## src/access_port.sv

```systemverilog
module access_port (
    input  logic clock,
    input  logic reset_n,
    input  logic req,
    input  logic done,
    output logic start,
    output logic ack
);

    typedef enum logic [1:0] {
        st_idle,
        st_busy,
        st_acked
    } state_t;

    state_t state;
    logic   req_q;

    // Request is registered once before it may launch an access
    always_ff @(posedge clock, negedge reset_n) begin
        if (!reset_n) begin
            req_q <= 1'b0;
        end
        else begin
            req_q <= req;
        end
    end

    always_ff @(posedge clock, negedge reset_n) begin
        if (!reset_n) begin
            state <= st_idle;
            start <= 1'b0;
            ack   <= 1'b0;
        end
        else begin
            start <= 1'b0;
            case (state)
                st_idle: begin
                    if (req_q) begin
                        start <= 1'b1;
                        state <= st_busy;
                    end
                end
                st_busy: begin
                    // Wait for the memory stage to finish
                    if (done) begin
                        ack   <= 1'b1;
                        state <= st_acked;
                    end
                end
                st_acked: begin
                    // Hold ack until the requester lets go
                    if (!req) begin
                        ack   <= 1'b0;
                        state <= st_idle;
                    end
                end
                default: begin
                    state <= st_idle;
                end
            endcase
        end
    end

    // ack only follows a completed access
    ack_after_done: assert property (
        @(posedge clock) disable iff (!reset_n)
        $rose(ack) |-> $past(done)
    );

    // One launch per handshake
    no_start_when_busy: assert property (
        @(posedge clock) disable iff (!reset_n)
        (state != st_idle) |=> !start
    );

endmodule : access_port

```

## config.mk

```make
export PLATFORM = sky130hd
export DESIGN_NAME = access_port
export DESIGN_NICKNAME = d
export VERILOG_FILES = /design/src/access_port.sv
export SDC_FILE = /design/constraint.sdc
export NUM_CORES = 1
export LEC_CHECK = 0
export ABC_AREA = 1
export BUFFER_PORTS_ARGS = -buffer_cell sky130_fd_sc_hd__buf_4
export CORE_AREA = 5 5 42 44
export CTS_BUF_LIST = sky130_fd_sc_hd__clkbuf_8
export CTS_CLUSTER_SIZE = 25
export DETAILED_ROUTE_END_ITERATION = 10
export DIE_AREA = 0 0 47 49
export HOLD_SLACK_MARGIN = 0.03
export PLACE_DENSITY_LB_ADDON = 0.12
export SYNTH_ARGS = -nofsm -noshare
export SYNTH_HDL_FRONTEND = slang
export SYNTH_SLANG_ARGS = --single-unit
```

## constraint.sdc

```tcl
create_clock -name clock -period 0.8 [get_ports clock]
set_input_delay 0.08 -clock clock [delete_from_list [all_inputs] [get_ports clock]]
set_output_delay 0.08 -clock clock [all_outputs]
set_load 0.02 [all_outputs]
```

Yosys cells after proc, flatten, opt, wreduce, memory -nomap -nowiden
Index checks and enable logic that the tools add are counted.

cells by class
  eq/ne operators = 5
  mux-type cells = 9
  reductions and logical operators = 4

operators by type and width
  operator                                       count
  2-to-1 mux 2 bit                               3
  inequality test 2 bit, second input constant   3
  case mux 2 bit (3 select lines)                1
  AND reduction 3 bit                            2
  2-to-1 mux 1 bit                               4
  == test 2 x 1 -> 1 bit, second input constant  1
  == test 2 bit, second input constant           1
  logical NOT 2 bit                              1
  case mux 1 bit (2 select lines)                1
  nonzero test 2 bit                             1

word-level totals
  bits in registers = 5
  bits of input ports = 4
  logic and storage cells = 22

Logic depth before layout (Yosys ltp)
  word-level depth = 3
  gate-level depth with buffers = 4

Least setup slack after synthesis
Ideal clock, no wire load.

  path type = flip-flop to flip-flop
  start point = register state[0]
  end point = register ack
  data arrival time = 0.570 ns
  path slack = 0.113 ns
  stages on the path, launching flop included = 5
  path buffers = 0
  clock period less this slack = 0.687 ns
  cells stage by stage = dfrtp_1 inv_2 nand3_1 nand2_1 nand2_1

between the ends
  word-level cells in the longest chain between the ends = 3

ends and longest elaborated chain
  element                                                                              line  text
  start: declaration                                                                   16    state_t state;
  start signal: assignment                                                             31    state <= st_idle;
  start signal: assignment                                                             41    state <= st_busy;
  start signal: assignment                                                             48    state <= st_acked;
  == test 2 x 1 -> 1 bit / == test 2 bit (equally long branches)                       37    case (state)
  inequality test 2 bit (no source line) / nonzero test 2 bit (equally long branches)  -
  AND reduction 3 bit (no source line)                                                 -
  end signal: assignment                                                               33    ack <= 1'b0;
  end signal: assignment                                                               47    ack <= 1'b1;
  end signal: assignment                                                               54    ack <= 1'b0;
  end: declaration                                                                     7     output logic ack

Parallel ways exist; a longest one is shown, timed or not.
A chain may end at the register's enable or synchronous reset.

Final worst setup path
  start point = register ack
  end point = output ack

No word-level cell between the ends.

==> flow_metrics.py <==
metrics = {
    "status": {
        "violations": "setup timing",
        "outcome": "finished, violations left",
    },
    "cts": {
        "clock_latency_ns": 0.22,
        "clk_root_buffer_cell": "clkbuf_8",
        "clk_path_buf_depth": 2,
        "htreeDepth": 1,
        "cts_inserted_buffers": 3,
        "cts.clk_slew.worst_paths_ns": 0.03,
        "setup_buffers_after_cts": 0,
        "tritoncts_sinks": 5,
        "cts_tree": "done",
    },
    "timing": {
        "hold_ws_ns": 0.09683,
        "setup_total_negative_slack_ns": -0.01873,
        "worst_slew_margin_rel_pct": 91.76,
        "setup_ws_ns": -0.01873,
        "final-setup-viol-count": 1,
        "max_slew.worst_pin.slew_ns": 0.1236,
        "max_freq_mhz": 1221,
        "timing.clock.skew_ns": 0.004027,
        "final_hold_viol_count": 0,
        "rsz0062_at_grt": "yes",
        "layout_worst_path_cycle_share_pct": 102.3,
        "report.final.slew_viol_count": 0,
        "period_minus_slack_ns": 0.8187,
    },
    "layout": {
        "final_area_um2": 346.6,
        "syn_to_final_growth_pct": 77.56,
        "most-common-layout-cells": "inv_1, nand2_2, dfrtp_1, clkbuf_8, buf_4",
        "ratio_of_cells_with_drive_above_1_in_the_final_layout_pct": 53.13,
        "n_antenna_cell": 0,
        "multiInputGateArea_um2": 71.32,
        "layout.cells.most_common": "inv_1",
        "finalNetCount": 37,
        "num-fill-cells": 164,
        "register_area_um2": 126.4,
    },
    "synth": {
        "synth_top_area_share_pct": 64.10,
        "synth_simple_gate_area_share_pct": 21.79,
        "yosys-top-cells-area": "dfrtp_1, nand2_1, inv_1",
        "syn_area_um2": 195.2,
        "synthXorXnorAreaFrac_pct": 0,
        "syn-instance-count": 21,
        "syn_warnings": 0,
        "synth.ff_latch_count": 5,
        "distinct_cell_type_count_after_synthesis": 8,
        "synth_top_family_by_area": "simple AND/OR/NAND/NOR gates",
        "yosysTopAreaCell": "dfrtp_1",
        "synth_fa_ha_area_share_pct": 0,
        "synth_compound_area_share_pct": 4.487,
        "synthesized_area_per_cell_um2": 9.295,
        "mappedNetlistNets": 25,
        "ys_seq_area_share_pct": 64.10,
        "synth_mux_area_share_pct": 0,
    },
    "placement": {
        "finalWeightedCongestion": 0.6517,
        "port-buffer-count": 5,
        "dpl.hpwl_um": 302.4,
        "post-place-ws_ns": 0.06799,
        "dpl_cell_area_um2": 252.7,
    },
    "routing": {
        "antenna_left": 0,
        "drc": 0,
        "routed_wirelength_um": 403,
        "routed_via_count": 165,
        "detail_route.iter0.violations": 0,
        "detail_route.vias_per_cell": 3.438,
        "dr.pass1.iters": 1,
        "routed_wire_length_per_instance_um": 8.396,
    },
    "setup_path": {
        "r2r.worst_path.cells": 4,
        "crit_type": "flop to output port",
        "cpMaxStageDelayCell": "dfrtp_1",
        "critical_path.reg2reg.endpoint": "ack$_DFFE_PN0P_",
        "worstSetupEndpointType": "output port",
        "timing.critical_path.cells": "buf_6",
        "timing.reg2reg.setup_slack_ns": 0.03,
        "worst_ep_arrival_time_ns": 0.74,
        "reg2reg_from": "state[0]$_DFFE_PN0P_",
        "cp_num_buf_inv": 1,
        "worst-endpoint-required_ns": 0.72,
        "critical_path.top_delay_family": "flip-flops",
        "critPathMaxFanout": 2,
        "slowest_delay_ns": 0.38,
        "startpoint_type": "flop",
    },
    "global_routing": {
        "wire_length_of_the_first_global_routing_pass_um": 690,
        "grt_pass1_vias": 174,
        "antenna_found_initial": 0,
        "globalRouteTotalUtil_pct": 4.806,
        "grt_remaining_overflow": 0,
        "maximum_number_of_pins_on_one_net_before_global_route_repair": 6,
    },
    "worst_hold_path": {
        "hold_class": "primary input to flop",
        "hold_end": "state[1]$_DFFE_PN0P_",
        "worst_hold_startpoint": "done",
        "min_delay_path_depth": 3,
    },
    "power": {
        "irDropWorstVdd_uv": 818.9,
        "pwr_density_cell_mw_per_mm2": 3693,
        "total_design_power_mw": 1.280,
        "total_leakage_power_nw": 0.1734,
    },
    "floorplanning": {
        "die_x_um": 47,
        "core_area_mm2": 0.001401,
        "top_level_ports": 6,
        "die_area_mm2": 0.002303,
        "fp.dieH_um": 49,
        "floorplan.initialDensity_pct": 13.93,
        "std_cell_rows": 14,
    },
    "job": {
        "drv.max_cap_violation_count": 0,
    },
}
[stage by stage]
stage / instances / util, %
3_5_place_dp: 42 / 18.04
2_1_floorplan: 21 / -
5_1_grt: 48 / 24.73
6_report: 48 / 24.73
3_3_place_gp: 42 / 18.04
4_1_cts: 48 / 23.21
[synthesized netlist by cell type (all sizes together)]
master and instances:
o21ai 1, dfrtp 5, nand2 6, nor2 2
nand3 2, inv 5
[timing repair]
item / CTS / global route
hold buffers: 2 / 0
endpoints found under the setup margin: 2 / 5
endpoints found under the hold margin: 6 / 0
cloned: 0 / 0
gates resized for setup: 2 / 7
pin swaps: 0 / 3
[registers in the layout, summed over array words and instances, names as in the netlist]
signal,count
state,2
ack,1
start,1
req_q,1
[logic make-up after synthesis]
logic type	Yosys count
simple gates	10
flops	5
buf+inv	5
compound gates	1
[where the power goes]
group | internal (mW) | leakage [nW] | total, mW | switching [mW]
combinational | 0.187 | 0.0875 | 0.412 | 0.225
clock | 0.329 | 0.0269 | 0.449 | 0.120
sequential | 0.347 | 0.0590 | 0.419 | 0.0723
[metal layers]
layer | GRT usage [%] | wire length [um] | vias up | share of wire (%)
met1 | 5.111 | 153 | 76 | 38
met3 | 3.321 | 42 | 0 | 10
met2 | 4.751 | 207 | 7 | 51
met4 | 6.912 | 0 | 0 | 0
li1 | - | - | 82 | -
met5 | 0 | 0 | - | 0
[how the worst max path moves through the flow]
stage | from | to | slack, ns | cells after the start
after floorplan | state[0]$_DFFE_PN0P_ | ack$_DFFE_PN0P_ | 0.11 | 4
after global placement | state[1]$_DFFE_PN0P_ | ack$_DFFE_PN0P_ | 0.07 | 3
after detailed placement | state[1]$_DFFE_PN0P_ | ack$_DFFE_PN0P_ | 0.07 | 3
after CTS | ack$_DFFE_PN0P_ | ack | -0.03 | 1
after global routing | ack$_DFFE_PN0P_ | ack | -0.04 | 1
final | ack$_DFFE_PN0P_ | ack | -0.02 | 1
[layout make-up]
cell class	instances	area share [%]
Sequential cell	5	36.46
Multi-Input combinational cell	11	20.58
Timing Repair Buffer	7	18.77
Clock buffer	3	11.91
Tap cell	16	5.776
Inverter	5	5.415
Clock inverter	1	1.083
No activity file was read; power rests on OpenSTA's default activity.
