==> config.mk <==
export PLATFORM = sky130hd
export DESIGN_NAME = memory_map
export DESIGN_NICKNAME = d
export VERILOG_FILES = /design/src/bus_pkg.sv /design/src/memory_map.sv
export SDC_FILE = /design/constraint.sdc
export NUM_CORES = 2
export LEC_CHECK = 0
export BUFFER_PORTS_ARGS = -buffer_cell sky130_fd_sc_hd__clkbuf_2
export CAP_MARGIN = 20
export CORE_MARGIN = 2
export CORE_UTILIZATION = 37
export CTS_CLUSTER_DIAMETER = 50
export DETAILED_ROUTE_END_ITERATION = 8
export GPL_TIMING_DRIVEN = 0
export PLACE_DENSITY = 0.54
export SETUP_SLACK_MARGIN = 0.15
export SLEW_MARGIN = 5
export SYNTH_ARGS = -nofsm -noshare
export SYNTH_HDL_FRONTEND = slang
export SYNTH_SLANG_ARGS = --single-unit
==> constraint.sdc <==
create_clock -name clock -period 3.3 [get_ports clock]
set_input_delay 0.66 -clock clock [delete_from_list [all_inputs] [get_ports clock]]
set_output_delay 0.66 -clock clock [all_outputs]
set_load 0.05 [all_outputs]
==> src/bus_pkg.sv <==
package bus_pkg;

    // Low address byte source
    typedef enum logic [3:0] {
        addr_lo_ff,
        addr_lo_fe,
        addr_lo_fd,
        addr_lo_fc,
        addr_lo_fb,
        addr_lo_fa,
        addr_lo_pc,
        addr_lo_rbuf,
        addr_lo_rdata,
        addr_lo_alu,
        addr_lo_sp,
        addr_lo_hold
    } addr_lo_src_t;

    // High address byte source
    typedef enum logic [2:0] {
        addr_hi_01,
        addr_hi_00,
        addr_hi_ff,
        addr_hi_pc,
        addr_hi_rdata,
        addr_hi_alu,
        addr_hi_hold
    } addr_hi_src_t;

    typedef enum logic [1:0] {
        read_en_r,
        read_en_w,
        read_en_none
    } read_en_t;

    // Write byte source where none drives zero
    typedef enum logic [2:0] {
        wmem_none,
        wmem_pc_hi,
        wmem_pc_lo,
        wmem_status_bs,
        wmem_status_bc,
        wmem_store,
        wmem_rdata,
        wmem_alu
    } wmem_src_t;

    typedef enum logic [1:0] {
        store_a,
        store_x,
        store_y,
        store_status
    } store_reg_t;

    // Exclusive region upper bounds
    localparam logic [15:0] ram_limit = 16'h2000;
    localparam logic [15:0] ppu_limit = 16'h4000;
    localparam logic [15:0] io_limit  = 16'h4020;

    // Status byte layout NV1BDIZC
    localparam int status_n   = 7;
    localparam int status_v   = 6;
    localparam int status_one = 5;
    localparam int status_b   = 4;
    localparam int status_d   = 3;
    localparam int status_i   = 2;
    localparam int status_z   = 1;
    localparam int status_c   = 0;

    function automatic logic [7:0] status_byte(input logic n, v, b, d, i, z, c);
        logic [7:0] s;
        s             = 8'h00;
        s[status_n]   = n;
        s[status_v]   = v;
        s[status_one] = 1'b1;
        s[status_b]   = b;
        s[status_d]   = d;
        s[status_i]   = i;
        s[status_z]   = z;
        s[status_c]   = c;
        return s;
    endfunction

endpackage : bus_pkg

==> src/memory_map.sv <==
module memory_map #(
    parameter int RAM_DEPTH  = 128,
    parameter int CART_DEPTH = 256
) (
    input  logic              clock,
    input  logic              reset_n,
    input  logic              mem_valid,
    input  logic [15:0]       addr,
    input  logic [7:0]        w_data,
    input  bus_pkg::read_en_t mem_rw,
    output logic [7:0]        rdata,
    output logic              done
);

    localparam int RAM_AW  = $clog2(RAM_DEPTH);
    localparam int CART_AW = $clog2(CART_DEPTH);

    logic [7:0] ram      [RAM_DEPTH];
    logic [7:0] ppu_regs [8];
    logic [7:0] io_regs  [32];
    logic [7:0] cart     [CART_DEPTH];

    logic               in_ram;
    logic               in_ppu;
    logic               in_io;
    logic               is_read;
    logic               is_write;
    logic [RAM_AW-1:0]  ram_idx;
    logic [CART_AW-1:0] cart_idx;
    logic [7:0]         sel_byte;

    // Region checks are applied in priority order below
    assign in_ram = addr < bus_pkg::ram_limit;
    assign in_ppu = addr < bus_pkg::ppu_limit;
    assign in_io  = addr < bus_pkg::io_limit;

    // Mirrors fall out of the truncated indices
    assign ram_idx  = addr[RAM_AW-1:0];
    assign cart_idx = addr[CART_AW-1:0];

    assign is_read  = mem_valid && (mem_rw == bus_pkg::read_en_r);
    assign is_write = mem_valid && (mem_rw == bus_pkg::read_en_w);

    always_comb begin
        if (in_ram) begin
            sel_byte = ram[ram_idx];
        end
        else if (in_ppu) begin
            sel_byte = ppu_regs[addr[2:0]];
        end
        else if (in_io) begin
            sel_byte = io_regs[addr[4:0]];
        end
        else begin
            sel_byte = cart[cart_idx];
        end
    end

    always_ff @(posedge clock, negedge reset_n) begin
        if (!reset_n) begin
            ram      <= '{default: 8'h00};
            ppu_regs <= '{default: 8'h00};
            io_regs  <= '{default: 8'h00};
            cart     <= '{default: 8'h00};
        end
        else if (is_write) begin
            if (in_ram) begin
                ram[ram_idx] <= w_data;
            end
            else if (in_ppu) begin
                ppu_regs[addr[2:0]] <= w_data;
            end
            else if (in_io) begin
                io_regs[addr[4:0]] <= w_data;
            end
            else begin
                cart[cart_idx] <= w_data;
            end
        end
    end

    // rdata only moves on a read
    always_ff @(posedge clock, negedge reset_n) begin
        if (!reset_n) begin
            rdata <= 8'h00;
            done  <= 1'b0;
        end
        else begin
            done <= mem_valid;
            if (is_read) begin
                rdata <= sel_byte;
            end
        end
    end

    single_valid: assert property (
        @(posedge clock) disable iff (!reset_n)
        mem_valid |=> !mem_valid
    );

endmodule : memory_map

Word level (Yosys, flattened, before mapping)
Index checks and enable logic that the tools add are counted.
Word-level totals
  input bits: 29
  logic and storage cells: 483
  bits in registers: 3401
Operators by class
  $lt $le $gt $ge: 11
  mux-type cells: 27
  bitwise operators: 7
  reduce and logical (&&, ||, !) cells: 11
  equal/unequal tests: 1
Operator list (count)
  $bwmux W2048: 1
  $bwmux W1024: 1
  $bwmux W256: 1
  $mux W8: 15
  $bmux W8 S8: 1
  $bwmux W64: 1
  $demux W8 S8: 1
  $bmux W8 S7: 1
  $demux W8 S7: 1
  $bmux W8 S5: 1
  $demux W8 S5: 1
  $lt A16 B15 Y1 const B: 2
  $bmux W8 S3: 1
  $demux W8 S3: 1
  $lt A16 B14 Y1 const B: 1
  $ge A9 B9 Y1 const B: 1
  $lt A9 B1 Y1 const B: 1
  $not A8 Y9: 1
  $ge A8 B8 Y1 const B: 1
  $lt A8 B1 Y1 const B: 1
  $not A7 Y8: 1
  $reduce_and A4 Y1: 2
  $ge A6 B6 Y1 const B: 1
  $logic_and A1 B1 Y1: 6
  other kinds (10): 12

Longest topological paths before layout
  word-level depth: 7
  mapped depth: 15
  depth with buffers taken out: 8

Least setup slack after synthesis
OpenSTA, ideal clock, no wires.
  path kind: in2reg
  start: input port addr[0]
  end: register rdata[5]
  path slack: 0.151 ns
  arrival: 3.022 ns
  stages on the path: 11
  data required time: 3.173 ns
  setup time: 0.127 ns
  buffers on the path: 5
  cell sequence: buf_6 buf_6 buf_4 buf_4 buf_2 mux4_2 a221oi_1 o211ai_1 a31o_2 nor3_1 o22ai_1
Between the ends
  word-level cells in the longest chain between the ends: 7
  elaborated cells on any way between the ends: 22
  those cells by class: order compare (3); mux (15); bitwise (4)
Ends and longest elaborated chain
  from (decl): RTL line memory_map.sv:8  | input logic [15:0] addr,
  $not A8 Y9 (not written as such) or $not A5 Y6 (tied branches): RTL line memory_map.sv:55, memory_map.sv:52
  $bmux W8 S8 or $bmux W8 S5 (tied branches): RTL line memory_map.sv:55, memory_map.sv:52
  $mux W8 (on tied branches) (2 in series): RTL line memory_map.sv:55, memory_map.sv:52
  $mux W8: RTL line memory_map.sv:51  | else if (in_io) begin
  $mux W8: RTL line memory_map.sv:48  | else if (in_ppu) begin
  $mux W8 *: RTL line memory_map.sv:45  | if (in_ram) begin
  to (signal assigned): RTL line memory_map.sv:91  | rdata <= sel_byte;
  to (decl): RTL line memory_map.sv:11  | output logic [7:0] rdata,
Every way passes the cells marked *; elsewhere a longest branch is shown, timed or not. The select of a mux whose other input is x is not followed.
A chain may end at the register's enable or synchronous reset.

Worst setup path in the final report
  start: input port addr[3]
  end: register rdata[7]
Same word-level chain as after synthesis.

==> impl_metrics.env <==
export IMPL_p_per_area_nw_per_um2=546
export IMPL_vias=108000
export IMPL_hold_class="in2async"
export IMPL_ff2ff_setup_slack_ns=-0.35
export IMPL_hold_viol_final=0
export IMPL_yosysUniqueCellTypes=66
export IMPL_worstPathArrival_ns=4.59
export IMPL_clockPowerShare_pct=50.1
export IMPL_first_global_vias=107000
export IMPL_coreArea_um2=417000
export IMPL_synth_top_area_share_pct=54.9
export IMPL_wl_per_cell_um=46.0
export IMPL_switching_share_pct=26.4
export IMPL_p_switching_mw=27.4
export IMPL_drtAntennaViolNets=0
export IMPL_critPathSlowestCell="or4b_4"
export IMPL_synth_nets=9989
export IMPL_outcome="finished with violations"
export IMPL_vias_per_cell=6.39
export IMPL_min_period_ns=3.70
export IMPL_maxCapViolCount=0
export IMPL_die_height_um=651
export IMPL_syn_area_per_cell_um2=15.6
export IMPL_p_leak_nw=88.9
export IMPL_wl_um=776000
export IMPL_intPower_mw=76.2
export IMPL_rsz0062_at_grt="yes"
export IMPL_seqPwrFrac_pct=40.9
export IMPL_stdcell_count=16800
export IMPL_rows=237
export IMPL_multi_input_area_um2=68100
export IMPL_overflow=0
export IMPL_fin_crit_sh_pct=112
export IMPL_place_hpwl_um=541000
export IMPL_critPathLaunchType="input port"
export IMPL_seq_area_um2=85100
export IMPL_path_class="in2reg"
export IMPL_whs_ns=0.0324
export IMPL_dp_cells=15700
export IMPL_violations="setup timing"
export IMPL_path_cells="clkbuf_4, inv_1, nand2_1, nor3_1, buf_2, a221oi_1, o211ai_1, a31oi_2, or4b_4, a221o_1"
export IMPL_initial_core_util_pct=37.2
export IMPL_r2r_end="rdata[7]"
export IMPL_cts_buffer_depth=4
export IMPL_critPathRequiredTime_ns=4.19
export IMPL_fin_util_pct=45.6
export IMPL_critical_path_max_stage_delay_ns=0.64
export IMPL_crit_path_start="addr[3]"
export IMPL_yosysSeqAreaShare_pct=54.9
export IMPL_ys_ff_latch=3401
export IMPL_syn_area_um2=155000
export IMPL_clk_pin_slew_worst_paths_ns=0.06
export IMPL_crit_end="rdata[7]"
export IMPL_power_mw=104
export IMPL_cts_tree="built"
export IMPL_synth_warnings=0
export IMPL_cts_made_buffers=441
export IMPL_clock_skew_final_ns=0.0449
export IMPL_synth_edff_count=0
export IMPL_io_pin_count=38
export IMPL_grt_busiest_layer="met2"
export IMPL_nets=10900
export IMPL_fmax_ghz=0.270
export IMPL_grt_use_met1_pct=44.8
export IMPL_crit_fanout=6
export IMPL_portBuffers=26
export IMPL_rr_worst_depth=7
export IMPL_grt_pass1_wl_um=1020000
export IMPL_syn_to_final_growth_pct=22.5
export IMPL_yosysTopAreaCell="dfrtp_1"
export IMPL_drt_pass1_iterations=6
export IMPL_drtIter0Drc=14400
export IMPL_combPwrFrac_pct=9.0
export IMPL_synth_ff_type="dfrtp_1"
export IMPL_max_vdd_ir_drop_mv=0.505
export IMPL_max_slew_margin_pct=9.96
export IMPL_routabilityCongestion=0.994
export IMPL_cts_num_sinks=3401
export IMPL_worst_slack_ns=-0.399
export IMPL_fill_cells=36300
export IMPL_critPathCaptureType="flop"
export IMPL_use_met2_pct=49.9
export IMPL_drive_above_1_share_pct=56.2
export IMPL_die_w_um=651
export IMPL_drc=0
export IMPL_synth_area_top_cells="dfrtp_1, mux2_2, mux4_2"
export IMPL_dieArea_um2=424000
export IMPL_cts_htree_levels=5
export IMPL_grt_max_degree=116
export IMPL_async_flop_share_pct=100
export IMPL_finalSetupViolCount=1408
export IMPL_clkLatencyLatePin_ns=1.04
export IMPL_antenna_found_initial=108
export IMPL_worst_pin_slew_ns=1.31
export IMPL_grt_usage_pct=36.1
export IMPL_slew_violations=0
export IMPL_use_met3_pct=14.0
export IMPL_cts_root_buf="clkbuf_16"
export IMPL_r2r_start="cart[1255]"
export IMPL_syn_inst=9960
## power groups by stage
stage | Clock (mW) | Sequential [mW] | Combinational [mW]
finish | 51.9 | 42.4 | 9.37
CTS | 52.0 | 42.4 | 8.91
detailed placement | 0 | 43.1 | 7.87
floorplan | 0 | 43.1 | 2.47
global route | 53.9 | 42.4 | 9.25
global placement | 0 | 43.3 | 6.78
## cell type report
class	count	area share, %
antenna	75	0.0988
buffer	751	3.46
clock buffer	575	6.51
clock inverter	239	1.74
inverter	5	0.0158
multi-input combinational	5803	35.9
sequential	3401	44.8
tap	5497	3.62
timing repair buffer	497	3.87
## cell usage after synthesis, types with 6 or more instances
library cell	number
a32oi_1	13
a22oi_1	88
buf_1	32
nand2b_1	10
buf_6	27
a211oi_1	15
nor2_4	50
a221oi_1	22
mux2_2	3415
dfrtp_1	3401
nor2_2	149
a311oi_1	6
nand3_1	48
clkbuf_1	506
nor2b_1	14
o211ai_1	18
mux4_2	811
buf_2	115
a21oi_1	65
a31oi_1	27
nor4_1	15
buf_4	71
o21ai_0	45
nand4_1	22
a221o_1	11
nor3_1	31
a22o_1	6
and3_1	16
nor2_1	201
nand2_1	347
o22ai_1	77
o221ai_1	25
mux2i_1	194
## stage by stage
| step | setup WS [ns] | cell area, µm² | setup TNS, ns |
|---|---|---|---|
| after floorplan | 0.151 | 155000 | 0 |
| after global placement | -80.59 | 162000 | - |
| after detailed placement | -4.10 | 166000 | -8879.21 |
| after CTS | -0.255 | 189000 | -27.43 |
| after global routing | -0.327 | 190000 | -7.15 |
| final | -0.399 | 190000 | -128.42 |
## critical path, delay by kind of cell
family | cells | cell delay, ns
compound gates | 4 | 1.85
simple gates | 3 | 1.36
buf+inv | 3 | 0.67
## worst min-delay path by stage
stage,to,slack [ns],from
final,io_regs[135],0.03,reset_n
after global routing,io_regs[133],0.06,reset_n
after CTS,io_regs[133],0.02,reset_n
after detailed placement,ram[393],0.49,ram[393]
after global placement,ram[713],0.48,ram[713]
after floorplan,cart[0],0.36,reset_n
## flip-flops by register name (all words and copies together) (netlist names)
register / count
done: 1
ppu_regs: 64
rdata: 8
ram: 1024
io_regs: 256
cart: 2048
## placed cells by master (no fill, tap or decap), types with 36 or more instances in the layout
| cell | count |
|---|---|
| a21oi_1 | 43 |
| nand2_1 | 308 |
| a22oi_1 | 85 |
| clkbuf_1 | 425 |
| o22ai_1 | 60 |
| nor2_4 | 112 |
| clkinvlp_4 | 40 |
| nand2_2 | 36 |
| nor2_1 | 112 |
| buf_16 | 158 |
| clkbuf_8 | 97 |
| buf_6 | 44 |
| diode_2 | 75 |
| clkbuf_16 | 452 |
| nor2_2 | 176 |
| buf_8 | 52 |
| dfrtp_1 | 3401 |
| mux2_2 | 3415 |
| bufinv_16 | 64 |
| buf_12 | 172 |
| buf_4 | 240 |
| mux4_2 | 811 |
| clkinv_2 | 63 |
| clkbuf_2 | 112 |
| mux2i_1 | 177 |
## per-layer routing
layer  routed length [µm]  share of wire (%)
met4                74800                9.6
met3                92700                 12
met2               319000                 41
met5                  213              0.027
met1               289000                 37
## what timing repair did
action,CTS,global route
gates resized for setup,955,137
endpoints found under the hold margin,58,0
setup endpoints to repair,4391,2725
pin swaps,52,15
cloned,7,0
buffers inserted,229,31
hold buffers,13,0
## cells by family (layout without fill, tap and decap cells)
group | Yosys count | count (layout) | share of synthesized area (%)
muxes | 4420 | 4420 | 37.8
DFF | 3401 | 3401 | 54.9
and+or+nand+nor | 927 | 927 | 2.98
buffers and inverters | 756 | 2067 | 2.23
AOI/OAI and AO/OA | 456 | 456 | 2.06
other | 0 | 75 | 0
No activity file was read; power rests on OpenSTA's default activity.
