File: src/bus_pkg.sv
package bus_pkg;

    // Low address byte source
    typedef enum logic [3:0] {
        addr_lo_ff,
        addr_lo_fe,
        addr_lo_fd,
        addr_lo_fc,
        addr_lo_fb,
        addr_lo_fa,
        addr_lo_pc,
        addr_lo_rbuf,
        addr_lo_rdata,
        addr_lo_alu,
        addr_lo_sp,
        addr_lo_hold
    } addr_lo_src_t;

    // High address byte source
    typedef enum logic [2:0] {
        addr_hi_01,
        addr_hi_00,
        addr_hi_ff,
        addr_hi_pc,
        addr_hi_rdata,
        addr_hi_alu,
        addr_hi_hold
    } addr_hi_src_t;

    typedef enum logic [1:0] {
        read_en_r,
        read_en_w,
        read_en_none
    } read_en_t;

    // Write byte source where none drives zero
    typedef enum logic [2:0] {
        wmem_none,
        wmem_pc_hi,
        wmem_pc_lo,
        wmem_status_bs,
        wmem_status_bc,
        wmem_store,
        wmem_rdata,
        wmem_alu
    } wmem_src_t;

    typedef enum logic [1:0] {
        store_a,
        store_x,
        store_y,
        store_status
    } store_reg_t;

    // Exclusive region upper bounds
    localparam logic [15:0] ram_limit = 16'h2000;
    localparam logic [15:0] ppu_limit = 16'h4000;
    localparam logic [15:0] io_limit  = 16'h4020;

    // Status byte layout NV1BDIZC
    localparam int status_n   = 7;
    localparam int status_v   = 6;
    localparam int status_one = 5;
    localparam int status_b   = 4;
    localparam int status_d   = 3;
    localparam int status_i   = 2;
    localparam int status_z   = 1;
    localparam int status_c   = 0;

    function automatic logic [7:0] status_byte(input logic n, v, b, d, i, z, c);
        logic [7:0] s;
        s             = 8'h00;
        s[status_n]   = n;
        s[status_v]   = v;
        s[status_one] = 1'b1;
        s[status_b]   = b;
        s[status_d]   = d;
        s[status_i]   = i;
        s[status_z]   = z;
        s[status_c]   = c;
        return s;
    endfunction

endpackage : bus_pkg

File: src/addr_gen.sv
module addr_gen (
    input  logic                  clock,
    input  logic                  reset_n,
    input  logic                  start,
    input  logic                  fetch,
    input  bus_pkg::addr_lo_src_t lo_src,
    input  bus_pkg::addr_hi_src_t hi_src,
    input  bus_pkg::read_en_t     rw,
    input  bus_pkg::wmem_src_t    wsrc,
    input  bus_pkg::store_reg_t   store_sel,
    input  logic [7:0]            a,
    input  logic [7:0]            x,
    input  logic [7:0]            y,
    input  logic [7:0]            sp,
    input  logic [7:0]            r_buffer,
    input  logic [7:0]            alu_out,
    input  logic [7:0]            last_rdata,
    input  logic [15:0]           pc,
    input  logic                  n,
    input  logic                  v,
    input  logic                  d,
    input  logic                  i,
    input  logic                  z,
    input  logic                  c,
    output logic [15:0]           addr,
    output logic [7:0]            w_data,
    output bus_pkg::read_en_t     mem_rw,
    output logic                  mem_valid
);

    logic [7:0]        lo_next;
    logic [7:0]        hi_next;
    logic [7:0]        w_next;
    logic [7:0]        status_bs;
    logic [7:0]        status_bc;
    bus_pkg::read_en_t rw_next;

    assign status_bs = bus_pkg::status_byte(n, v, 1'b1, d, i, z, c);
    assign status_bc = bus_pkg::status_byte(n, v, 1'b0, d, i, z, c);

    // A held byte keeps its latch value
    always_comb begin
        lo_next = addr[7:0];
        hi_next = addr[15:8];
        rw_next = rw;
        if (fetch) begin
            lo_next = pc[7:0];
            if (hi_src == bus_pkg::addr_hi_rdata) begin
                hi_next = last_rdata;
            end
            else begin
                hi_next = pc[15:8];
            end
            rw_next = bus_pkg::read_en_r;
        end
        else begin
            case (lo_src)
                bus_pkg::addr_lo_ff:    lo_next = 8'hFF;
                bus_pkg::addr_lo_fe:    lo_next = 8'hFE;
                bus_pkg::addr_lo_fd:    lo_next = 8'hFD;
                bus_pkg::addr_lo_fc:    lo_next = 8'hFC;
                bus_pkg::addr_lo_fb:    lo_next = 8'hFB;
                bus_pkg::addr_lo_fa:    lo_next = 8'hFA;
                bus_pkg::addr_lo_pc:    lo_next = pc[7:0];
                bus_pkg::addr_lo_rbuf:  lo_next = r_buffer;
                bus_pkg::addr_lo_rdata: lo_next = last_rdata;
                bus_pkg::addr_lo_alu:   lo_next = alu_out;
                bus_pkg::addr_lo_sp:    lo_next = sp;
                default:                lo_next = addr[7:0];
            endcase
            case (hi_src)
                bus_pkg::addr_hi_01:    hi_next = 8'h01;
                bus_pkg::addr_hi_00:    hi_next = 8'h00;
                bus_pkg::addr_hi_ff:    hi_next = 8'hFF;
                bus_pkg::addr_hi_pc:    hi_next = pc[15:8];
                bus_pkg::addr_hi_rdata: hi_next = last_rdata;
                bus_pkg::addr_hi_alu:   hi_next = alu_out;
                default:                hi_next = addr[15:8];
            endcase
        end
    end

    always_comb begin
        case (wsrc)
            bus_pkg::wmem_pc_hi:     w_next = pc[15:8];
            bus_pkg::wmem_pc_lo:     w_next = pc[7:0];
            bus_pkg::wmem_status_bs: w_next = status_bs;
            bus_pkg::wmem_status_bc: w_next = status_bc;
            bus_pkg::wmem_store: begin
                case (store_sel)
                    bus_pkg::store_a: w_next = a;
                    bus_pkg::store_x: w_next = x;
                    bus_pkg::store_y: w_next = y;
                    // Pushed status always carries B
                    default:          w_next = status_bs;
                endcase
            end
            bus_pkg::wmem_rdata:     w_next = last_rdata;
            bus_pkg::wmem_alu:       w_next = alu_out;
            default:                 w_next = 8'h00;
        endcase
    end

    always_ff @(posedge clock, negedge reset_n) begin
        if (!reset_n) begin
            addr      <= 16'h0000;
            w_data    <= 8'h00;
            mem_rw    <= bus_pkg::read_en_none;
            mem_valid <= 1'b0;
        end
        else begin
            mem_valid <= start;
            if (start) begin
                addr   <= {hi_next, lo_next};
                w_data <= w_next;
                mem_rw <= rw_next;
            end
        end
    end

    addr_known: assert property (
        @(posedge clock) disable iff (!reset_n)
        mem_valid |-> !$isunknown(addr)
    );

endmodule : addr_gen

File: config.mk
export PLATFORM = sky130hd
export DESIGN_NAME = addr_gen
export DESIGN_NICKNAME = d
export VERILOG_FILES = /design/src/bus_pkg.sv /design/src/addr_gen.sv
export SDC_FILE = /design/constraint.sdc
export NUM_CORES = 1
export LEC_CHECK = 0
export CAP_MARGIN = 25
export CELL_PAD_IN_SITES_DETAIL_PLACEMENT = 1
export CELL_PAD_IN_SITES_GLOBAL_PLACEMENT = 1
export CORE_MARGIN = 5
export CORE_UTILIZATION = 40
export CTS_BUF_LIST = sky130_fd_sc_hd__clkbuf_8 sky130_fd_sc_hd__clkbuf_16
export DETAILED_ROUTE_END_ITERATION = 16
export DONT_BUFFER_PORTS = 1
export PLACE_DENSITY_LB_ADDON = 0.08
export SYNTH_ARGS = -nofsm -noshare
export SYNTH_HDL_FRONTEND = slang
export SYNTH_SLANG_ARGS = --single-unit
File: constraint.sdc
create_clock -name clock -period 0.8 [get_ports clock]
set_input_delay 0.16 -clock clock [delete_from_list [all_inputs] [get_ports clock]]
set_output_delay 0.16 -clock clock [all_outputs]
set_load 0.02 [all_outputs]
After elaboration in Yosys (flattened, before gate mapping)

Cells that the tools add are included.

Muxes and demuxes: 8
Reduce and logical (&&, ||, !) cells: 7
Equal/unequal tests: 24

Operators by type and width:

| cell                                          | count |
|---|---|
| one-hot mux 8 bit (11 select lines)           | 1 |
| one-hot mux 8 bit (7 select lines)            | 1 |
| one-hot mux 8 bit (6 select lines)            | 1 |
| two-way mux 8 bit                             | 3 |
| one-hot mux 8 bit (3 select lines)            | 1 |
| == test 3 bit, second input constant          | 6 |
| == test 4 x 3 -> 1 bit, second input constant | 4 |
| == test 3 x 2 -> 1 bit, second input constant | 4 |
| == test 4 bit, second input constant          | 3 |
| nonzero test 12 bit                           | 1 |
| == test 4 x 2 -> 1 bit, second input constant | 2 |
| nonzero test 7 bit                            | 1 |
| == test 3 x 1 -> 1 bit, second input constant | 2 |
| == test 4 x 1 -> 1 bit, second input constant | 1 |
| logical NOT 4 bit                             | 1 |
| AND reduction 2 bit                           | 2 |
| logical NOT 3 bit                             | 1 |
| == test 2 x 1 -> 1 bit, second input constant | 1 |
| == test 2 bit, second input constant          | 1 |
| logical NOT 2 bit                             | 1 |
| two-way mux 2 bit                             | 1 |

Output and inout bits: 27
Word-level logic and storage cells: 44
Bits of input ports: 96
Flip-flop bits (word level): 27

Logic depth before layout (Yosys ltp)

Gate-level depths: netlist (run 1).

Depth in word-level cells: 3
Gate-level depth with buffers: 6
Gate-level depth less buffers: 4

Worst setup path before layout (run 1)

Ideal clock, no wire load.

Path kind: input -> register
Start point: in hi_src[0]
End point: reg addr[10]
Path buffers: 2
Path slack: -0.468 ns
Arrival: 1.204 ns
Library setup time: 0.064 ns
Cell stages on the path: 6
Required time: 0.736 ns
Cell sequence: buf_6 or3b_1 buf_6 mux2i_1 a211oi_1 a21o_1

Cells in the longest elaborated chain, start to end: 3
Elaborated cells between the ends (all ways): 11
Those cells by class: eq/ne: 5; mux: 3; reduce/logical: 3

RTL lines:

| what                                                            | RTL line        | RTL |
|---|---|---|
| start, declared                                                 | addr_gen.sv:7   | `input bus_pkg::addr_hi_src_t hi_src,` |
| == test 3 bit (tied with other cells)                           | addr_gen.sv:71  | `case (hi_src)` |
| one-hot mux 8 bit (6 select lines) (tied with other cells)      | addr_gen.sv:71  |  |
| two-way mux 8 bit / AND reduction 2 bit (equally long branches) | -               |  |
| end signal, assigned                                            | addr_gen.sv:114 | `addr <= {hi_next, lo_next};` |
| end, declared                                                   | addr_gen.sv:25  | `output logic [15:0] addr,` |

Several ways; a longest one is shown, not always the timed one.
A chain may end at the register's enable or synchronous reset.

Final worst setup path (run 1)

Start point: reg mem_rw[1]
End point: out mem_rw[1]

RTL lines:

| what                   | RTL line        | RTL |
|---|---|---|
| start, declared        | addr_gen.sv:27  | `output bus_pkg::read_en_t mem_rw,` |
| start signal, assigned | addr_gen.sv:108 | `mem_rw <= bus_pkg::read_en_none;` |
| start signal, assigned | addr_gen.sv:116 | `mem_rw <= rw_next;` |

No word-level cell between the ends.

==> results of run 1 <==
-- what timing repair did --
item,in CTS,in global routing
endpoints found under the setup margin,44,49
gates cloned,0,0
pin swaps,1,2
endpoints found under the hold margin,33,27
gates resized for setup,22,24
setup buffers,3,4
-- kinds of logic (layout without fill, tap and decap cells) --
family | after synthesis | in the layout
muxes | 41 | 41
buffers and inverters | 32 | 63
AOI/OAI and AO/OA | 108 | 108
and+or+nand+nor | 80 | 80
DFF | 27 | 27
-- Yosys cell counts (2+ instances only) --
cell type	n
buf_4	4
a221o_1	2
a22oi_1	3
mux2i_1	23
a211oi_1	8
and2_1	2
mux2_1	12
buf_6	2
mux4_2	6
nand2_1	10
o21ai_0	10
clkbuf_1	6
a21oi_1	22
nand3b_1	12
nor3b_1	2
a222oi_1	2
a211o_1	2
o22ai_1	2
nand3_1	2
and3_1	2
a32o_1	2
buf_2	12
a32oi_1	6
o211ai_1	2
a21o_1	7
dfrtp_1	26
nor2b_1	15
inv_1	7
o21ai_1	13
a22o_1	4
a221oi_1	13
o31ai_1	2
nor3b_2	2
nor2_1	11
nand2b_1	15
-- registers in the layout, indices dropped and copies added, names as in the netlist --
| register | cells |
|---|---|
| mem_valid | 1 |
| mem_rw | 2 |
| w_data | 8 |
| addr | 16 |
-- area by class of cell --
cell class,count,share of cell area [%]
flip-flops and latches,27,20.4
clock inverters,1,0.151
repair buffers,52,17.3
inverters,7,0.791
clock buffers,3,1.24
multi-input cells,229,57.3
well taps,77,2.90
-- per-stage QoR --
step	hold WS (ps)	TNS (ps)	instance area (um2)	total power [mW]	instances
after floorplan	-136	-7660	2760	2.79	288
after global placement	-135	-6710	3030	3.18	383
after detailed placement	-135	-7070	3030	3.21	383
after CTS	-456	-6460	3200	4.20	393
after global routing	-460	-7480	3320	4.47	396
final	-447	-6170	3320	4.27	396
-- worst min path at each step --
stage | start | to | slack [ps]
final | reset_n | mem_rw[0] | -450
after CTS | reset_n | mem_valid | -460
after global routing | reset_n | mem_rw[0] | -460
after floorplan | reset_n | addr[0] | -140
after global placement | reset_n | mem_valid | -130
after detailed placement | reset_n | mem_valid | -130
-- report_power, final --
group | switching, mW | internal, mW | total [mW]
Combinational | 0.690 | 1.03 | 1.72
Sequential | 0.163 | 1.55 | 1.71
Clock | 0.491 | 0.351 | 0.842
-- routing by layer --
layer / vias up / part of all wire [%]
met1: 1256 / 39
met2: 104 / 50
met4: 0 / 2.2
li1: 1175 / -
met5: - / 0
met3: 19 / 8.7
==> run metrics, run 1 <==
status=finished, violations left; failing checks=negative hold slack, negative setup slack; logic depth of the worst register-to-register path=4; Final GP Congestion=between 0.8 and 0.9; number of max-cap violations=0; CP Class=reg -> out; Slew @ Worst Pin=around 500 ps; Clock Skews=0 ps; total leakage power=1.38 nW; worst r2r src=w_data[1]; pre-CTS setup slack=-439 ps; met1 Use GR=25.7%; port bufs=0; Final Net Count=416; clock root cell=clkbuf_8; Routed WL per cell=23.2 um; Synth Cell Area=about 2600 um2; largest cells by area after synthesis=dfrtp_1 25%, mux2i_1 8.9%, mux2_1 5.2%; Fmax=0.951 GHz; Async SR Flop Fraction=100%; die width=90.6 um; most frequent cells in the layout=25 x dfrtp_1, 23 x mux2i_1, 21 x buf_4; crit end category=output port; RSZ-0062 raised after global routing=true; Crit Reg-Reg Endpoint=w_data[1]; gr ovfl total=0; most common flop cell mapped by yosys=dfrtp_1; Final Max Slew Viols=0; busiest layer in global routing=met2; Reg2Reg Setup Slack=-120 ps; most common cell after layout, fill and taps aside=dfrtp_1; Peak VDD IR=0.000743 V; hpwl dp=7.13 mm; Clock Path Buffers=2; DRT Pass-1 Iters=4; share of the synthesized area in the top cell type=25.0%; Synth Area in Adders=0%; met3 global-route usage=around 7.0%; DRC=0; H-tree depth=1; Yosys cell types=52; multi-input logic area=1900 um2; Pwr Density=1290 nW/um2; total CTS buffers=3; Fillers=720; die area=8220 um2; GRT Total Usage=21.8%; CP Depth=0; Hold Path Class=in -> async; TritonCTS clock tree=built; core area=approximately 6300 um2; Rel. slew slack=66.5%; worst skew pair latency=290 ps; clock net sink count=27; final hold viol count=27; CP Launch Point=mem_rw[1]; CP arrival=approximately 900 ps; Starting Density=41.0%; largest net degree at the start of global routing=34; initial antenna violation count=0; grt met2 use=37.3%; routed vias/inst=6.45; cell count after synthesis=288; hold buffers post-CTS=3; vias in the first global route=2657; synthesis-stage register bit count=27; largest family of logic cells by synthesized area=compound AO/OA/AOI/OAI gates; XOR/XNOR Fraction of Synth Area=0%; min cycle time layout=1050 ps; final worst slack=-252 ps; layout cells sized above 1=30.1%; WP data required=640 ps; first-pass GRT wire length=14.6 mm; Post-synth EDFFs=0; Yosys warnings=0; IO Count=123; # diodes=0; Die Y=90.6 um; top fanout value on the critical path=2; drt total wl=9.18 mm; Worst setup SP type=flip-flop; final design utilization=52.3%; layout overhead on the synthesized area=27.7%; Setup-failing EPs final=42; Via Count=between 2000 and 3000; Simple-Gate Fraction of Synth Area=19.1%; Clock Pin Slew Worst Setup and Hold Paths=100 ps; Syn Nets=384; cell row count=29; post-synthesis mux area share=19.2%; Period Utilization, post-route=131%; Reg area=678 um2; Critical Path Sink=mem_rw[1]; post-synth top area cell=dfrtp_1; register area share after synthesis=26.0%; DRC marker count from the first detailed-route iteration=140; hold_ws=-447 ps; compound-cell area share of the yosys netlist=29.3%; Avg Inst Size Synth=9.03 um2; post-route ant nets=0
(Power assumes the default switching activity.)
==> run 2, diff against run 1 <==
ABC_AREA = 1   (was unset)
CORE_UTILIZATION = 37   (was 40)
SETUP_SLACK_MARGIN = 0.15   (was unset)
==> run metrics, run 2 <==
status=finished, violations left (unchanged); failing checks=negative hold slack, negative setup slack (unchanged); Worst setup SP type=flip-flop (unchanged); Most flops, register=addr (unchanged); CP Class=reg -> out (unchanged); min cycle time layout=1050 ps (about the same); Clock Path Buffers=2 (unchanged); DRC=0 (unchanged); final design utilization=56.7% (was 52.3%); number of max-cap violations=0 (unchanged); fin cells=590 (was 396); Via Count=3249 (was 2554); Final GP Congestion=0.869 (was 0.812); biggest regs=addr (16), w_data (8), mem_rw (2) (unchanged); TritonCTS clock tree=built (unchanged); Hold Path Class=in -> async (unchanged); worst r2r src=addr[10] (was w_data[1]); gr ovfl total=0 (unchanged); Clock Skews=0 ps (unchanged); layout overhead on the synthesized area=51.2% (was 27.7%); register area share after synthesis=26.9% (was 26.0%); vias in the first global route=3407 (was 2657); total CTS buffers=3 (unchanged); most common flop cell mapped by yosys=dfrtp_1 (unchanged); H-tree depth=1 (unchanged); Fmax=0.951 GHz (about the same); drt total wl=11.5 mm (was 9.18 mm); number of flip-flops in the largest register=16 (unchanged); clock net sink count=27 (unchanged); Crit Reg-Reg Endpoint=addr[10] (was w_data[1]); Starting Density=37.5% (was 41.0%); share of the synthesized area in the top cell type=25.8% (was 25.0%); Final Net Count=607 (was 416); max incr delay on CP=470 ps; CP bufs+invs=1; largest cells by area after synthesis=dfrtp_1 26%, nand2_1 25%, nor2_1 13% (was dfrtp_1 25%, mux2i_1 8.9%, mux2_1 5.2%); Syn Nets=556 (was 384); Pwr Density=1230 nW/um2 (was 1290 nW/um2); Die Y=92.5 um (was 90.6 um); hold_ws=-443 ps (was -447 ps); core area=6720 um2 (was 6350 um2); pre-CTS setup slack=-333 ps (was -439 ps); placed instance count=569 (was 383); crit-path cells=buf_12; cell count after synthesis=460 (was 288); die area=8560 um2 (was 8220 um2); most frequent cells in the layout=147 x nand2_1, 70 x nor2_1, 33 x inv_1 (was 25 x dfrtp_1, 23 x mux2i_1, 21 x buf_4); Reg2Reg Setup Slack=-90 ps (was -120 ps); Rel. slew slack=79.5% (was 66.5%); commonest cells in the netlist=166 x nand2_1, 87 x nor2_1, 45 x inv_1 (was 26 x dfrtp_1, 23 x mux2i_1, 22 x a21oi_1); total leakage power=1.85 nW (was 1.38 nW); final worst slack=-252 ps (about the same); CP arrival=890 ps (about the same); GRT Total Usage=25.4% (was 21.8%); Slew @ Worst Pin=307 ps (was 501 ps); top fanout value on the critical path=2 (unchanged); largest net degree at the start of global routing=28 (was 34); # diodes=0 (unchanged); most common cell after layout, fill and taps aside=nand2_1 (was dfrtp_1); DRC marker count from the first detailed-route iteration=160 (was 140); port bufs=0 (unchanged); initial antenna violation count=0 (unchanged); logic depth of the worst register-to-register path=4 (unchanged); clock root cell=clkbuf_8 (unchanged); Routed WL per cell=19.5 um (was 23.2 um); slowest CP cell=dfrtp_2; final hold viol count=27 (unchanged); top-count cell post-synth=nand2_1 (was dfrtp_1); Final Max Slew Viols=0 (unchanged); die width=92.5 um (was 90.6 um); RSZ-0062 raised after global routing=true (unchanged); Setup-failing EPs final=29 (was 42); Period Utilization, post-route=131% (about the same); Yosys warnings=0 (unchanged); Clock Pin Slew Worst Setup and Hold Paths=110 ps (was 100 ps); Async SR Flop Fraction=100% (unchanged); first-pass GRT wire length=17.1 mm (was 14.6 mm); crit end category=output port (unchanged); post-route ant nets=0 (unchanged); Avg Inst Size Synth=5.48 um2 (was 9.03 um2); synthesis-stage register bit count=27 (unchanged); Fillers=872 (was 720); post-synth top area cell=dfrtp_1 (unchanged); hpwl dp=8.76 mm (was 7.13 mm); Synth Cell Area=2520 um2 (was 2600 um2); WP data required=640 ps (about the same); IO Count=123 (unchanged); worst skew pair latency=280 ps (was 290 ps); cell row count=30 (was 29); Yosys cell types=22 (was 52); Overall Power=4.69 mW (was 4.27 mW); Peak VDD IR=0.000694 V (was 0.000743 V); Post-synth EDFFs=0 (unchanged); Fin Setup TNS=-5510 ps (was -6170 ps); layout cells sized above 1=29.8% (was 30.1%); hold buffers post-CTS=2 (was 3); routed vias/inst=5.51 (was 6.45); DRT Pass-1 Iters=4 (unchanged); crit-path leading delay family=flip-flops
run 2: cell count changes in the layout (fill, tap and decap cells not counted), moves of 14 or more:
| cell | before | now |
|---|---|---|
| mux2i_1 | 23 | 0 |
| nand2b_1 | 14 | 0 |
| nor2_1 | 10 | 70 |
| nand2_1 | 10 | 147 |
| nand3_1 | 2 | 26 |
| nor2_4 | 0 | 14 |
| inv_1 | 6 | 33 |
| nand2_2 | 0 | 15 |
run 2: timing repair:
action                     4_1_cts  5_1_grt
setup endpoints to repair       53       54
pin swaps                       49       38
gates cloned                     0        1
hold endpoints to repair        32       27
setup buffers                    7        7
resized for setup               49       55
run 2: cell type report:
cell class,instances,area [um2],area share (%)
tap,80,100,2.63
clock inverter,1,5.00,0.131
multi-input combinational,374,1970,51.7
timing repair buffer,54,749,19.7
sequential,27,679,17.8
inverter,51,264,6.93
clock buffer,3,41.3,1.08
run 2: metal layers:
| layer | share of wire (%) | global-route usage, % |
|---|---|---|
| met5 | 0 | 0 |
| met3 | 8.1 | 8.77 |
| met2 | 52 | 47.1 |
| met4 | 2.5 | 6.44 |
| met1 | 37 | 27.4 |
run 2: where the power goes:
| group | switching [mW] | internal, mW |
|---|---|---|
| clock network | 0.470 | 0.350 |
| logic | 1.01 | 1.10 |
| registers | 0.212 | 1.55 |
| total | 1.69 | 3.00 |
run 2: how the worst max path moves through the flow:
stage | from | end | slack (ps) | cells past startpoint
floorplan | lo_src[1] | addr[0] | -120 | 8
global placement | lo_src[2] | addr[7] | -320 | 9
detailed placement | lo_src[2] | addr[7] | -330 | 9
CTS | addr[4] | addr[4] | -260 | 1
global route | addr[4] | addr[4] | -280 | 1
finish | addr[4] | addr[4] | -250 | 1
run 2: logic make-up after synthesis:
family	after synthesis	synth area share [%]
compound gates	71	15.2
buf+inv	59	9.29
flops	27	26.9
simple gates	303	48.6
run 2: stage by stage:
stage | cell area, um2 | hold slack (ps)
after floorplan | 2750 | -136
after global routing | 3810 | -462
after detailed placement | 3290 | -135
after CTS | 3550 | -450
after global placement | 3290 | -135
final | 3810 | -443
